## src/core_params.svh

```systemverilog
//--------------------------------------------------------------------------
// core parameters: widths, register count, CSR numbers and the casez
// match patterns for every instruction the pipeline decodes
//--------------------------------------------------------------------------
`ifndef CORE_PARAMS_SVH
`define CORE_PARAMS_SVH

`define CORE_XLEN    32
`define CORE_INST_W  32
`define CORE_NREGS   32
`define CORE_RADDR_W 5

// manager CSRs
`define CORE_CSR_MNGR2PROC 12'hfc0
`define CORE_CSR_PROC2MNGR 12'h7c0

// addi x0, x0, 0 ahead of the generic addi pattern
`define CORE_INST_NOP   32'b000000000000_00000_000_00000_0010011

// reg-reg
`define CORE_INST_ADD   32'b0000000_?????_?????_000_?????_0110011
`define CORE_INST_SUB   32'b0100000_?????_?????_000_?????_0110011
`define CORE_INST_SLL   32'b0000000_?????_?????_001_?????_0110011
`define CORE_INST_SLT   32'b0000000_?????_?????_010_?????_0110011
`define CORE_INST_SLTU  32'b0000000_?????_?????_011_?????_0110011
`define CORE_INST_XOR   32'b0000000_?????_?????_100_?????_0110011
`define CORE_INST_SRL   32'b0000000_?????_?????_101_?????_0110011
`define CORE_INST_SRA   32'b0100000_?????_?????_101_?????_0110011
`define CORE_INST_OR    32'b0000000_?????_?????_110_?????_0110011
`define CORE_INST_AND   32'b0000000_?????_?????_111_?????_0110011

// reg-imm
`define CORE_INST_ADDI  32'b????????????_?????_000_?????_0010011
`define CORE_INST_SLTI  32'b????????????_?????_010_?????_0010011
`define CORE_INST_SLTIU 32'b????????????_?????_011_?????_0010011
`define CORE_INST_XORI  32'b????????????_?????_100_?????_0010011
`define CORE_INST_ORI   32'b????????????_?????_110_?????_0010011
`define CORE_INST_ANDI  32'b????????????_?????_111_?????_0010011
`define CORE_INST_SLLI  32'b0000000_?????_?????_001_?????_0010011
`define CORE_INST_SRLI  32'b0000000_?????_?????_101_?????_0010011
`define CORE_INST_SRAI  32'b0100000_?????_?????_101_?????_0010011
`define CORE_INST_LUI   32'b????????????????????_?????_0110111

// manager access, csrrs rd,csr,x0 and csrrw x0,csr,rs1
`define CORE_INST_CSRR  32'b????????????_00000_010_?????_1110011
`define CORE_INST_CSRW  32'b????????????_?????_001_00000_1110011

`endif

```

## src/core_pkg.sv

```systemverilog
//--------------------------------------------------------------------------
// core types shared by control and datapath
//--------------------------------------------------------------------------
package core_pkg;

  // alu function select
  typedef enum logic [3:0] {
    alu_add  = 4'd0,
    alu_sub  = 4'd1,
    alu_and  = 4'd2,
    alu_or   = 4'd3,
    alu_xor  = 4'd4,
    alu_slt  = 4'd5,
    alu_sltu = 4'd6,
    alu_sra  = 4'd7,
    alu_srl  = 4'd8,
    alu_sll  = 4'd9,
    alu_cp0  = 4'd11,
    alu_cp1  = 4'd12
  } alu_fn_e;

  // second operand source
  typedef enum logic [1:0] {
    op2_imm = 2'd0,
    op2_rf  = 2'd1,
    op2_csr = 2'd2
  } op2_sel_e;

  // i is sign-extended 12 bits, u is the upper 20
  typedef enum logic {
    imm_i = 1'b0,
    imm_u = 1'b1
  } imm_type_e;

  // operand bypass source seen from D
  typedef enum logic [1:0] {
    byp_rf = 2'd0,
    byp_x  = 2'd1,
    byp_m  = 2'd2,
    byp_w  = 2'd3
  } byp_sel_e;

endpackage

```

## src/core_alu.sv

```systemverilog
//--------------------------------------------------------------------------
// integer alu: arithmetic, logic, compare, shift and operand copy
//--------------------------------------------------------------------------
`include "core_params.svh"

module core_alu import core_pkg::*; (
  input  logic [`CORE_XLEN-1:0] in0_i,
  input  logic [`CORE_XLEN-1:0] in1_i,
  input  alu_fn_e               fn_i,
  output logic [`CORE_XLEN-1:0] out_o
);

  logic [4:0] shamt;

  // shifts take only the low 5 bits
  assign shamt = in1_i[4:0];

  always_comb begin
    case (fn_i)
      alu_add:  out_o = in0_i + in1_i;
      alu_sub:  out_o = in0_i - in1_i;
      alu_and:  out_o = in0_i & in1_i;
      alu_or:   out_o = in0_i | in1_i;
      alu_xor:  out_o = in0_i ^ in1_i;
      // compares yield 0 or 1
      alu_slt:  out_o = {{(`CORE_XLEN-1){1'b0}}, $signed(in0_i) < $signed(in1_i)};
      alu_sltu: out_o = {{(`CORE_XLEN-1){1'b0}}, in0_i < in1_i};
      alu_sll:  out_o = in0_i << shamt;
      alu_srl:  out_o = in0_i >> shamt;
      alu_sra:  out_o = $signed(in0_i) >>> shamt;
      // copies for csrw and lui/csrr
      alu_cp0:  out_o = in0_i;
      alu_cp1:  out_o = in1_i;
      default:  out_o = '0;
    endcase
  end

endmodule

```

## src/core_regfile.sv

```systemverilog
//--------------------------------------------------------------------------
// register file, two combinational reads, one write, x0 reads zero
//--------------------------------------------------------------------------
`include "core_params.svh"

module core_regfile (
  input  logic                     clk,
  input  logic [`CORE_RADDR_W-1:0] raddr0_i,
  input  logic [`CORE_RADDR_W-1:0] raddr1_i,
  input  logic [`CORE_RADDR_W-1:0] waddr_i,
  input  logic                     wen_i,
  input  logic [`CORE_XLEN-1:0]    wdata_i,
  output logic [`CORE_XLEN-1:0]    rdata0_o,
  output logic [`CORE_XLEN-1:0]    rdata1_o
);

  logic [`CORE_XLEN-1:0] regs [`CORE_NREGS];

  // x0 hardwired, storage behind it never read
  assign rdata0_o = (raddr0_i == '0) ? '0 : regs[raddr0_i];
  assign rdata1_o = (raddr1_i == '0) ? '0 : regs[raddr1_i];

  always_ff @(posedge clk) begin
    if (wen_i && waddr_i != '0) begin
      regs[waddr_i] <= wdata_i;
    end
  end

  // a live write must name a real register
  assert property (@(posedge clk) wen_i |-> !$isunknown(waddr_i));

endmodule

```

## src/core_ctrl.sv

```systemverilog
//--------------------------------------------------------------------------
// pipeline control: decode table, stage valid bits, stall chain,
// bypass selects and the val/rdy handshakes of the three streams
//--------------------------------------------------------------------------
`include "core_params.svh"

module core_ctrl import core_pkg::*; (
  input  logic                     clk,
  input  logic                     reset,
  // instruction stream
  input  logic                     inst_val_i,
  output logic                     inst_rdy_o,
  input  logic [`CORE_INST_W-1:0]  inst_d_i,
  // manager streams
  input  logic                     mngr2proc_val_i,
  output logic                     mngr2proc_rdy_o,
  output logic                     proc2mngr_val_o,
  input  logic                     proc2mngr_rdy_i,
  output logic                     commit_o,
  // datapath controls
  output logic                     reg_en_d_o,
  output logic                     reg_en_x_o,
  output logic                     reg_en_m_o,
  output logic                     reg_en_w_o,
  output op2_sel_e                 op2_sel_d_o,
  output imm_type_e                imm_type_d_o,
  output byp_sel_e                 op1_byp_sel_d_o,
  output byp_sel_e                 op2_byp_sel_d_o,
  output alu_fn_e                  alu_fn_x_o,
  output logic [`CORE_RADDR_W-1:0] rf_waddr_w_o,
  output logic                     rf_wen_w_o
);

  localparam logic n = 1'b0;
  localparam logic y = 1'b1;

  // stage valid bits
  logic val_d;
  logic val_x;
  logic val_m;
  logic val_w;

  // stall origins and per-stage stalls
  logic ostall_d;
  logic ostall_w;
  logic stall_d;
  logic stall_x;
  logic stall_m;
  logic stall_w;

  // per-stage control carried down the pipe
  logic                     rf_wen_x;
  logic                     rf_wen_m;
  logic                     rf_wen_w;
  logic                     csrw_x;
  logic                     csrw_m;
  logic                     csrw_w;
  logic [`CORE_RADDR_W-1:0] rf_waddr_x;
  logic [`CORE_RADDR_W-1:0] rf_waddr_m;

  //--------------------------------------------------------------------------
  // D stage
  //--------------------------------------------------------------------------

  // D loads whenever it is not held, empty or not
  assign reg_en_d_o = !stall_d;
  assign inst_rdy_o = !stall_d;

  always_ff @(posedge clk) begin
    if (reset) begin
      val_d <= 1'b0;
    end else if (reg_en_d_o) begin
      val_d <= inst_val_i;
    end
  end

  // instruction fields
  logic [`CORE_RADDR_W-1:0] rd_d;
  logic [`CORE_RADDR_W-1:0] rs1_d;
  logic [`CORE_RADDR_W-1:0] rs2_d;
  logic [11:0]              csr_d;

  assign rd_d  = inst_d_i[11:7];
  assign rs1_d = inst_d_i[19:15];
  assign rs2_d = inst_d_i[24:20];
  assign csr_d = inst_d_i[31:20];

  // decoded controls
  logic    inst_ok_d;
  logic    rs1_en_d;
  logic    rs2_en_d;
  logic    rf_wen_d;
  logic    csrr_d;
  logic    csrw_d;
  alu_fn_e alu_fn_d;

  task automatic cs(
    input logic      ok,
    input imm_type_e imm,
    input logic      r1,
    input op2_sel_e  op2,
    input logic      r2,
    input alu_fn_e   fn,
    input logic      wen,
    input logic      rd_csr,
    input logic      wr_csr
  );
    inst_ok_d    = ok;
    imm_type_d_o = imm;
    rs1_en_d     = r1;
    op2_sel_d_o  = op2;
    rs2_en_d     = r2;
    alu_fn_d     = fn;
    rf_wen_d     = wen;
    csrr_d       = rd_csr;
    csrw_d       = wr_csr;
  endtask

  always_comb begin
    casez (inst_d_i)
      //                   ok imm    rs1 op2      rs2 fn        wen csrr csrw
      `CORE_INST_NOP   : cs(y, imm_i, n, op2_imm, n, alu_add,  n,  n,   n);
      `CORE_INST_ADD   : cs(y, imm_i, y, op2_rf,  y, alu_add,  y,  n,   n);
      `CORE_INST_SUB   : cs(y, imm_i, y, op2_rf,  y, alu_sub,  y,  n,   n);
      `CORE_INST_AND   : cs(y, imm_i, y, op2_rf,  y, alu_and,  y,  n,   n);
      `CORE_INST_OR    : cs(y, imm_i, y, op2_rf,  y, alu_or,   y,  n,   n);
      `CORE_INST_XOR   : cs(y, imm_i, y, op2_rf,  y, alu_xor,  y,  n,   n);
      `CORE_INST_SLT   : cs(y, imm_i, y, op2_rf,  y, alu_slt,  y,  n,   n);
      `CORE_INST_SLTU  : cs(y, imm_i, y, op2_rf,  y, alu_sltu, y,  n,   n);
      `CORE_INST_SLL   : cs(y, imm_i, y, op2_rf,  y, alu_sll,  y,  n,   n);
      `CORE_INST_SRL   : cs(y, imm_i, y, op2_rf,  y, alu_srl,  y,  n,   n);
      `CORE_INST_SRA   : cs(y, imm_i, y, op2_rf,  y, alu_sra,  y,  n,   n);
      `CORE_INST_ADDI  : cs(y, imm_i, y, op2_imm, n, alu_add,  y,  n,   n);
      `CORE_INST_ANDI  : cs(y, imm_i, y, op2_imm, n, alu_and,  y,  n,   n);
      `CORE_INST_ORI   : cs(y, imm_i, y, op2_imm, n, alu_or,   y,  n,   n);
      `CORE_INST_XORI  : cs(y, imm_i, y, op2_imm, n, alu_xor,  y,  n,   n);
      `CORE_INST_SLTI  : cs(y, imm_i, y, op2_imm, n, alu_slt,  y,  n,   n);
      `CORE_INST_SLTIU : cs(y, imm_i, y, op2_imm, n, alu_sltu, y,  n,   n);
      `CORE_INST_SLLI  : cs(y, imm_i, y, op2_imm, n, alu_sll,  y,  n,   n);
      `CORE_INST_SRLI  : cs(y, imm_i, y, op2_imm, n, alu_srl,  y,  n,   n);
      `CORE_INST_SRAI  : cs(y, imm_i, y, op2_imm, n, alu_sra,  y,  n,   n);
      `CORE_INST_LUI   : cs(y, imm_u, n, op2_imm, n, alu_cp1,  y,  n,   n);
      `CORE_INST_CSRR  : cs(y, imm_i, n, op2_csr, n, alu_cp1,  y,  y,   n);
      `CORE_INST_CSRW  : cs(y, imm_i, y, op2_rf,  n, alu_cp0,  n,  n,   y);
      default          : cs(n, imm_i, n, op2_imm, n, alu_add,  n,  n,   n);
    endcase
    // only the two manager CSRs exist, anything else is undefined
    if ((csrr_d && csr_d != `CORE_CSR_MNGR2PROC) ||
        (csrw_d && csr_d != `CORE_CSR_PROC2MNGR)) begin
      cs(n, imm_i, n, op2_imm, n, alu_add, n, n, n);
    end
  end

  // bypass pick, youngest producer wins, x0 never forwarded
  function automatic byp_sel_e pick_byp(
    input logic                     en,
    input logic [`CORE_RADDR_W-1:0] rs
  );
    byp_sel_e sel;
    sel = byp_rf;
    if (en && rs != '0) begin
      if (val_x && rf_wen_x && rs == rf_waddr_x) sel = byp_x;
      else if (val_m && rf_wen_m && rs == rf_waddr_m) sel = byp_m;
      else if (val_w && rf_wen_w && rs == rf_waddr_w_o) sel = byp_w;
    end
    return sel;
  endfunction

  always_comb begin
    op1_byp_sel_d_o = pick_byp(rs1_en_d, rs1_d);
    op2_byp_sel_d_o = pick_byp(rs2_en_d, rs2_d);
  end

  // csrr waits in D for manager data
  assign ostall_d        = val_d && csrr_d && !mngr2proc_val_i;
  assign stall_d         = val_d && (ostall_d || ostall_w);
  assign mngr2proc_rdy_o = val_d && csrr_d && !stall_d;

  //--------------------------------------------------------------------------
  // X, M and W stages
  //--------------------------------------------------------------------------

  // only W originates a stall behind D
  assign ostall_w = val_w && csrw_w && !proc2mngr_rdy_i;
  assign stall_x  = val_x && ostall_w;
  assign stall_m  = val_m && ostall_w;
  assign stall_w  = ostall_w;

  assign reg_en_x_o = !stall_x;
  assign reg_en_m_o = !stall_m;
  assign reg_en_w_o = !stall_w;

  always_ff @(posedge clk) begin
    if (reset) begin
      val_x    <= 1'b0;
      val_m    <= 1'b0;
      val_w    <= 1'b0;
      rf_wen_x <= 1'b0;
      rf_wen_m <= 1'b0;
      rf_wen_w <= 1'b0;
      csrw_x   <= 1'b0;
      csrw_m   <= 1'b0;
      csrw_w   <= 1'b0;
    end else begin
      // a stalled D sends a bubble into X
      if (reg_en_x_o) begin
        val_x    <= val_d && !stall_d;
        rf_wen_x <= rf_wen_d;
        csrw_x   <= csrw_d;
      end
      if (reg_en_m_o) begin
        val_m    <= val_x && !stall_x;
        rf_wen_m <= rf_wen_x;
        csrw_m   <= csrw_x;
      end
      if (reg_en_w_o) begin
        val_w    <= val_m && !stall_m;
        rf_wen_w <= rf_wen_m;
        csrw_w   <= csrw_m;
      end
    end
  end

  // destination and alu function travel without reset
  always_ff @(posedge clk) begin
    if (reg_en_x_o) begin
      rf_waddr_x <= rd_d;
      alu_fn_x_o <= alu_fn_d;
    end
    if (reg_en_m_o) begin
      rf_waddr_m <= rf_waddr_x;
    end
    if (reg_en_w_o) begin
      rf_waddr_w_o <= rf_waddr_m;
    end
  end

  assign rf_wen_w_o      = val_w && rf_wen_w;
  assign proc2mngr_val_o = val_w && csrw_w;
  assign commit_o        = val_w && !stall_w;

  // undefined words must never sit live in D
  assert property (@(posedge clk) disable iff (reset) val_d |-> inst_ok_d);

  // proc2mngr offer is withdrawn only by a transfer
  assert property (@(posedge clk) disable iff (reset)
    proc2mngr_val_o && !proc2mngr_rdy_i |=> proc2mngr_val_o);

endmodule

```

## src/core_dpath.sv

```systemverilog
//--------------------------------------------------------------------------
// core datapath: stage registers, immediates, bypass and operand muxes
//--------------------------------------------------------------------------
`include "core_params.svh"

module core_dpath import core_pkg::*; (
  input  logic                     clk,
  input  logic [`CORE_INST_W-1:0]  inst_i,
  input  logic [`CORE_XLEN-1:0]    mngr2proc_data_i,
  input  logic                     reg_en_d_i,
  input  logic                     reg_en_x_i,
  input  logic                     reg_en_m_i,
  input  logic                     reg_en_w_i,
  input  op2_sel_e                 op2_sel_d_i,
  input  imm_type_e                imm_type_d_i,
  input  byp_sel_e                 op1_byp_sel_d_i,
  input  byp_sel_e                 op2_byp_sel_d_i,
  input  alu_fn_e                  alu_fn_x_i,
  input  logic [`CORE_RADDR_W-1:0] rf_waddr_w_i,
  input  logic                     rf_wen_w_i,
  output logic [`CORE_INST_W-1:0]  inst_d_o,
  output logic [`CORE_XLEN-1:0]    proc2mngr_data_o
);

  logic [`CORE_XLEN-1:0] rf_rdata0_d;
  logic [`CORE_XLEN-1:0] rf_rdata1_d;
  logic [`CORE_XLEN-1:0] imm_d;
  logic [`CORE_XLEN-1:0] rs1_data_d;
  logic [`CORE_XLEN-1:0] rs2_data_d;
  logic [`CORE_XLEN-1:0] op2_d;
  logic [`CORE_XLEN-1:0] op1_x;
  logic [`CORE_XLEN-1:0] op2_x;
  logic [`CORE_XLEN-1:0] alu_out_x;
  logic [`CORE_XLEN-1:0] result_m;
  logic [`CORE_XLEN-1:0] result_w;

  // one forwarding mux, used for both source operands
  function automatic logic [`CORE_XLEN-1:0] byp_mux(
    input byp_sel_e              sel,
    input logic [`CORE_XLEN-1:0] rf_data,
    input logic [`CORE_XLEN-1:0] x_data,
    input logic [`CORE_XLEN-1:0] m_data,
    input logic [`CORE_XLEN-1:0] w_data
  );
    case (sel)
      byp_x:   return x_data;
      byp_m:   return m_data;
      byp_w:   return w_data;
      default: return rf_data;
    endcase
  endfunction

  //--------------------------------------------------------------------------
  // D stage
  //--------------------------------------------------------------------------

  always_ff @(posedge clk) begin
    if (reg_en_d_i) begin
      inst_d_o <= inst_i;
    end
  end

  core_regfile i_regfile (
    .clk      (clk),
    .raddr0_i (inst_d_o[19:15]),
    .raddr1_i (inst_d_o[24:20]),
    .waddr_i  (rf_waddr_w_i),
    .wen_i    (rf_wen_w_i),
    .wdata_i  (result_w),
    .rdata0_o (rf_rdata0_d),
    .rdata1_o (rf_rdata1_d)
  );

  // shift immediates ride in imm_i, alu uses the low 5 bits
  always_comb begin
    case (imm_type_d_i)
      imm_u:   imm_d = {inst_d_o[31:12], 12'b0};
      default: imm_d = {{20{inst_d_o[31]}}, inst_d_o[31:20]};
    endcase
  end

  assign rs1_data_d = byp_mux(op1_byp_sel_d_i, rf_rdata0_d, alu_out_x, result_m, result_w);
  assign rs2_data_d = byp_mux(op2_byp_sel_d_i, rf_rdata1_d, alu_out_x, result_m, result_w);

  always_comb begin
    case (op2_sel_d_i)
      op2_imm: op2_d = imm_d;
      op2_rf:  op2_d = rs2_data_d;
      default: op2_d = mngr2proc_data_i;
    endcase
  end

  //--------------------------------------------------------------------------
  // X, M and W stages
  //--------------------------------------------------------------------------

  always_ff @(posedge clk) begin
    if (reg_en_x_i) begin
      op1_x <= rs1_data_d;
      op2_x <= op2_d;
    end
    if (reg_en_m_i) begin
      result_m <= alu_out_x;
    end
    if (reg_en_w_i) begin
      result_w <= result_m;
    end
  end

  core_alu i_alu (
    .in0_i (op1_x),
    .in1_i (op2_x),
    .fn_i  (alu_fn_x_i),
    .out_o (alu_out_x)
  );

  // csrw carries rs1 through the cp0 copy
  assign proc2mngr_data_o = result_w;

endmodule

```

## src/core_top.sv

```systemverilog
//--------------------------------------------------------------------------
// four-stage integer core, control and datapath on three val/rdy streams
//--------------------------------------------------------------------------
`include "core_params.svh"

module core_top import core_pkg::*; (
  input  logic                    clk,
  input  logic                    reset,
  input  logic                    inst_val_i,
  output logic                    inst_rdy_o,
  input  logic [`CORE_INST_W-1:0] inst_i,
  input  logic                    mngr2proc_val_i,
  output logic                    mngr2proc_rdy_o,
  input  logic [`CORE_XLEN-1:0]   mngr2proc_data_i,
  output logic                    proc2mngr_val_o,
  input  logic                    proc2mngr_rdy_i,
  output logic [`CORE_XLEN-1:0]   proc2mngr_data_o,
  output logic                    commit_o
);

  // ctrl to dpath
  logic                     reg_en_d;
  logic                     reg_en_x;
  logic                     reg_en_m;
  logic                     reg_en_w;
  op2_sel_e                 op2_sel_d;
  imm_type_e                imm_type_d;
  byp_sel_e                 op1_byp_sel_d;
  byp_sel_e                 op2_byp_sel_d;
  alu_fn_e                  alu_fn_x;
  logic [`CORE_RADDR_W-1:0] rf_waddr_w;
  logic                     rf_wen_w;
  // dpath to ctrl
  logic [`CORE_INST_W-1:0]  inst_d;

  core_ctrl i_ctrl (
    .clk             (clk),
    .reset           (reset),
    .inst_val_i      (inst_val_i),
    .inst_rdy_o      (inst_rdy_o),
    .inst_d_i        (inst_d),
    .mngr2proc_val_i (mngr2proc_val_i),
    .mngr2proc_rdy_o (mngr2proc_rdy_o),
    .proc2mngr_val_o (proc2mngr_val_o),
    .proc2mngr_rdy_i (proc2mngr_rdy_i),
    .commit_o        (commit_o),
    .reg_en_d_o      (reg_en_d),
    .reg_en_x_o      (reg_en_x),
    .reg_en_m_o      (reg_en_m),
    .reg_en_w_o      (reg_en_w),
    .op2_sel_d_o     (op2_sel_d),
    .imm_type_d_o    (imm_type_d),
    .op1_byp_sel_d_o (op1_byp_sel_d),
    .op2_byp_sel_d_o (op2_byp_sel_d),
    .alu_fn_x_o      (alu_fn_x),
    .rf_waddr_w_o    (rf_waddr_w),
    .rf_wen_w_o      (rf_wen_w)
  );

  core_dpath i_dpath (
    .clk              (clk),
    .inst_i           (inst_i),
    .mngr2proc_data_i (mngr2proc_data_i),
    .reg_en_d_i       (reg_en_d),
    .reg_en_x_i       (reg_en_x),
    .reg_en_m_i       (reg_en_m),
    .reg_en_w_i       (reg_en_w),
    .op2_sel_d_i      (op2_sel_d),
    .imm_type_d_i     (imm_type_d),
    .op1_byp_sel_d_i  (op1_byp_sel_d),
    .op2_byp_sel_d_i  (op2_byp_sel_d),
    .alu_fn_x_i       (alu_fn_x),
    .rf_waddr_w_i     (rf_waddr_w),
    .rf_wen_w_i       (rf_wen_w),
    .inst_d_o         (inst_d),
    .proc2mngr_data_o (proc2mngr_data_o)
  );

endmodule

```

## config.mk

```make
export PLATFORM = sky130hd
export DESIGN_NAME = core_top
export DESIGN_NICKNAME = d
export VERILOG_FILES = /design/src/core_pkg.sv /design/src/core_alu.sv /design/src/core_regfile.sv /design/src/core_ctrl.sv /design/src/core_dpath.sv /design/src/core_top.sv
export VERILOG_INCLUDE_DIRS = /design/src
export SDC_FILE = /design/constraint.sdc
export NUM_CORES = 2
export LEC_CHECK = 0
export BUFFER_PORTS_ARGS = -buffer_cell sky130_fd_sc_hd__buf_2
export CORE_UTILIZATION = 48
export CTS_CLUSTER_DIAMETER = 200
export DETAILED_ROUTE_END_ITERATION = 6
export PLACE_DENSITY = 0.7
export SLEW_MARGIN = 20
export SYNTH_ARGS = -nofsm -noshare
export SYNTH_HDL_FRONTEND = slang
export SYNTH_SLANG_ARGS = --single-unit
export TNS_END_PERCENT = 30
```

## constraint.sdc

```tcl
create_clock -name clk -period 4.19 [get_ports clk]
set_input_delay 0.838 -clock clk [delete_from_list [all_inputs] [get_ports clk]]
set_output_delay 0.838 -clock clk [all_outputs]
set_load 0.05 [all_outputs]
```

==> flow_summary.yaml <==
logic_synthesis:
  yosysWarnings: 0
  synth_top_area_share_pct: 55.26
  yosysTopAreaCell: "edfxtp_1"
  synthFlopType: "edfxtp_1"
  synthTopCellsByArea: "edfxtp_1, mux4_2, mux2i_1"
  synth_cells: 4108
  syn-cell-area_um2: 65370
  ys_seq_area_share_pct: 55.87
  ys_async_sr_fraction_pct: 0
  avgSynthCellArea_um2: 15.91
  synth_edf_count: 1203
  synth-seq-cells: 1223
  synth_cell_types: 98
global_routing:
  use_met3_pct: 7.725
  grt_pass1_wl_um: 323200
  busiest_layer: "met2"
  grt_max_degree: 90
  groute.usage.overall_pct: 33.28
  met2_usage_pct: 52.34
  grt_pass1_vias: 43460
  grt_remaining_overflow: 0
  grt_use_met1_pct: 43.18
  antenna_found_initial: 14
die:
  initial_core_util_pct: 48.32
  core.rowCount: 135
  die_w_um: 371.0
  die-area_um2: 137700
  io-pin-count: 105
  coreArea_um2: 135300
  die_y_um: 371.0
place:
  place_hpwl_um: 152400
  gp_congestion: 1.016
  port-buffer-count: 104
finish:
  mostFrequentLayoutCell: "edfxtp_1"
  drive_above_1_share_pct: 32.17
  final_util_pct: 54.98
  nets: 4559
  syn2layout_area_growth_pct: 13.80
  final_cell_mix: "edfxtp_1, mux4_2, buf_4, a21oi_1, nor2_1"
timing:
  slew_violations: 0
  tightestPinTransition_ps: 1143
  finalCritPeriodShare_pct: 99.35
  setup-tns-final_ps: 0
  clock.fmax_ghz: 0.2402
  hold_viol: 0
  fin_crit_ps: 4163
  finClkSkew_ps: 54.00
  setup_violations: 0
  rsz0062_at_grt: "yes"
  slew_headroom_pct: 23.22
setup_path:
  critPathMaxFanout: 7
  setup.worst_path.start: "i_dpath.inst_d_o[24]"
  r2r_start: "i_dpath.op1_x[1]"
  crit_slowest_cell: "edfxtp_1"
  critPathRequiredTime_ps: 3350
  r2r_end: "i_dpath.op1_x[31]"
  reg2reg_depth: 12
  startpoint_type: "flip-flop"
  crit_path_end_kind: "output port"
  crit_type: "flip-flop to output port"
  arrival_ps: 3320
  reg2reg_setup_slack_ps: 90
  crit_chain: "or4_1 -> or2_1 -> nor4_4 -> nand2_1 -> or2_2 -> nor2_2 -> o21ai_4 -> buf_2"
  cpPeakStageDelay_ps: 560
cts:
  cts_hold_buf: 0
  cts_tree: "yes"
  clkLatencyLatePin_ps: 760
  cts_buffers: 121
  clockBufferDepth: 3
  cts_sinks: 1223
  h-tree-depth: 3
  root_buffer: "clkbuf_16"
  clkTransAtPathRegs_ps: 70
flow_run:
  maxCapViolCount: 0
drt:
  wire_per_inst_um: 36.42
  antenna_left: 0
  viasPerCell: 7.034
  drcViolationCount: 1
  drtPass1Iterations: 7
  totalWireLength_um: 228300
  dr_total_vias: 44090
  drt-initial-drc-count: 6417
power:
  leakage_nw: 25.17
  vdd_drop_max_uv: 399.2
  p_per_area_nw_per_um2: 429.6
hold_path:
  hold_depth: 1
  hold_path_class: "primary input to flip-flop"
  hp-start: "inst_i[1]"
  hold_end: "i_dpath.inst_d_o[1]"
outcome:
  failed_checks: "design-rule violations"
  status: "complete, but fails checks"
-- state kept, by name, indices dropped and copies added (netlist names), 4 cells and up, named ones only --
name                      count
i_dpath.i_regfile.regs     1024
i_ctrl.rf_waddr_x             5
i_ctrl.alu_fn_x_o             4
i_dpath.op1_x                32
i_ctrl.rf_waddr_w_o           5
i_dpath.result_m             32
i_ctrl.rf_waddr_m             5
i_dpath.proc2mngr_data_o     32
i_dpath.op2_x                32
i_dpath.inst_d_o             32
-- per-layer routing --
metal	up-vias	share of wire (%)	wire length, um
li1	17570	-	-
met1	22770	35	80660
met2	3163	47	107600
met3	577	12	26550
met4	8	5.9	13470
met5	-	0.021	47
-- kinds of logic (layout without fill, tap and decap cells) --
logic type	count (synthesis)	in the layout	share of synthesized area [%]
adders and majority gates	106	106	2.052
and+or+nand+nor	683	683	4.934
AOI/OAI and AO/OA	722	722	7.367
buffers and inverters	444	791	2.685
xor gates and xnor gates	40	40	0.5359
muxes	889	889	26.55
DFF	1223	1223	55.87
other	1	33	0.005736
-- power breakdown --
part	switching, mW	internal [mW]
clock network	4.83	5.93
registers	0.558	14.7
logic	3.85	2.10
-- layout make-up --
type | count | area (um^2)
timing repair buffer | 451 | 3761
clock buffer | 148 | 3192
multi-input combinational | 2472 | 27530
fill | 10450 | 60900
inverter | 115 | 431.7
clock inverter | 77 | 693.2
antenna | 1 | 2.502
tap | 1781 | 2228
sequential | 1223 | 36560
-- critical path, delay by kind of cell, from the launching register on --
family	cells	cell delay, ps
and+or+nand+nor	6	1710
buffers and inverters	1	210
DFF	1	560
AOI/OAI and AO/OA	1	80
-- synthesized netlist by cell type (21+ instances only) --
| library cell | number |
|---|---|
| inv_1 | 112 |
| o21ai_0 | 134 |
| nand2_1 | 165 |
| nor3_1 | 75 |
| mux2_2 | 57 |
| nand3_1 | 49 |
| a221o_1 | 30 |
| mux2i_1 | 162 |
| mux4_2 | 669 |
| o211ai_1 | 27 |
| ha_1 | 104 |
| nand2b_1 | 24 |
| buf_1 | 80 |
| buf_2 | 40 |
| edfxtp_1 | 1203 |
| a22oi_1 | 22 |
| a211oi_1 | 41 |
| nor2_1 | 234 |
| xnor2_1 | 21 |
| a21o_1 | 22 |
| clkbuf_1 | 200 |
| a21oi_1 | 213 |
| o22ai_1 | 36 |
-- worst max path at each step --
stage                        end  cells past startpoint  slack [ps]
2_1_floorplan  i_dpath.op1_x[10]                     17          80
3_3_place_gp   i_dpath.op1_x[26]                     13          40
3_5_place_dp   i_dpath.op1_x[26]                     13         -40
4_1_cts               inst_rdy_o                      8          30
5_1_grt               inst_rdy_o                      8        -100
6_report              inst_rdy_o                      8          30
-- metrics by stage --
stage               hold WS (ps)  setup WS, ps  instances  cell area (um^2)  power [mW]
floorplan                  427.2         82.49       4139             65490       18.77
global placement           442.1         35.84       6035             70420       21.19
detailed placement         442.5        -39.71       6036             70430       21.24
CTS                        216.5         30.39       6262             74340       31.85
global route               229.4        -96.55       6267             74390       32.77
finish                     248.8         27.26       6268             74390       31.96
-- repair_timing --
action,4_1_cts,5_1_grt
setup endpoints to repair,4,2
cloned,0,0
gates resized for setup,3,1
endpoints found under the hold margin,0,0
buffers inserted,1,3
(Power assumes the default switching activity.)
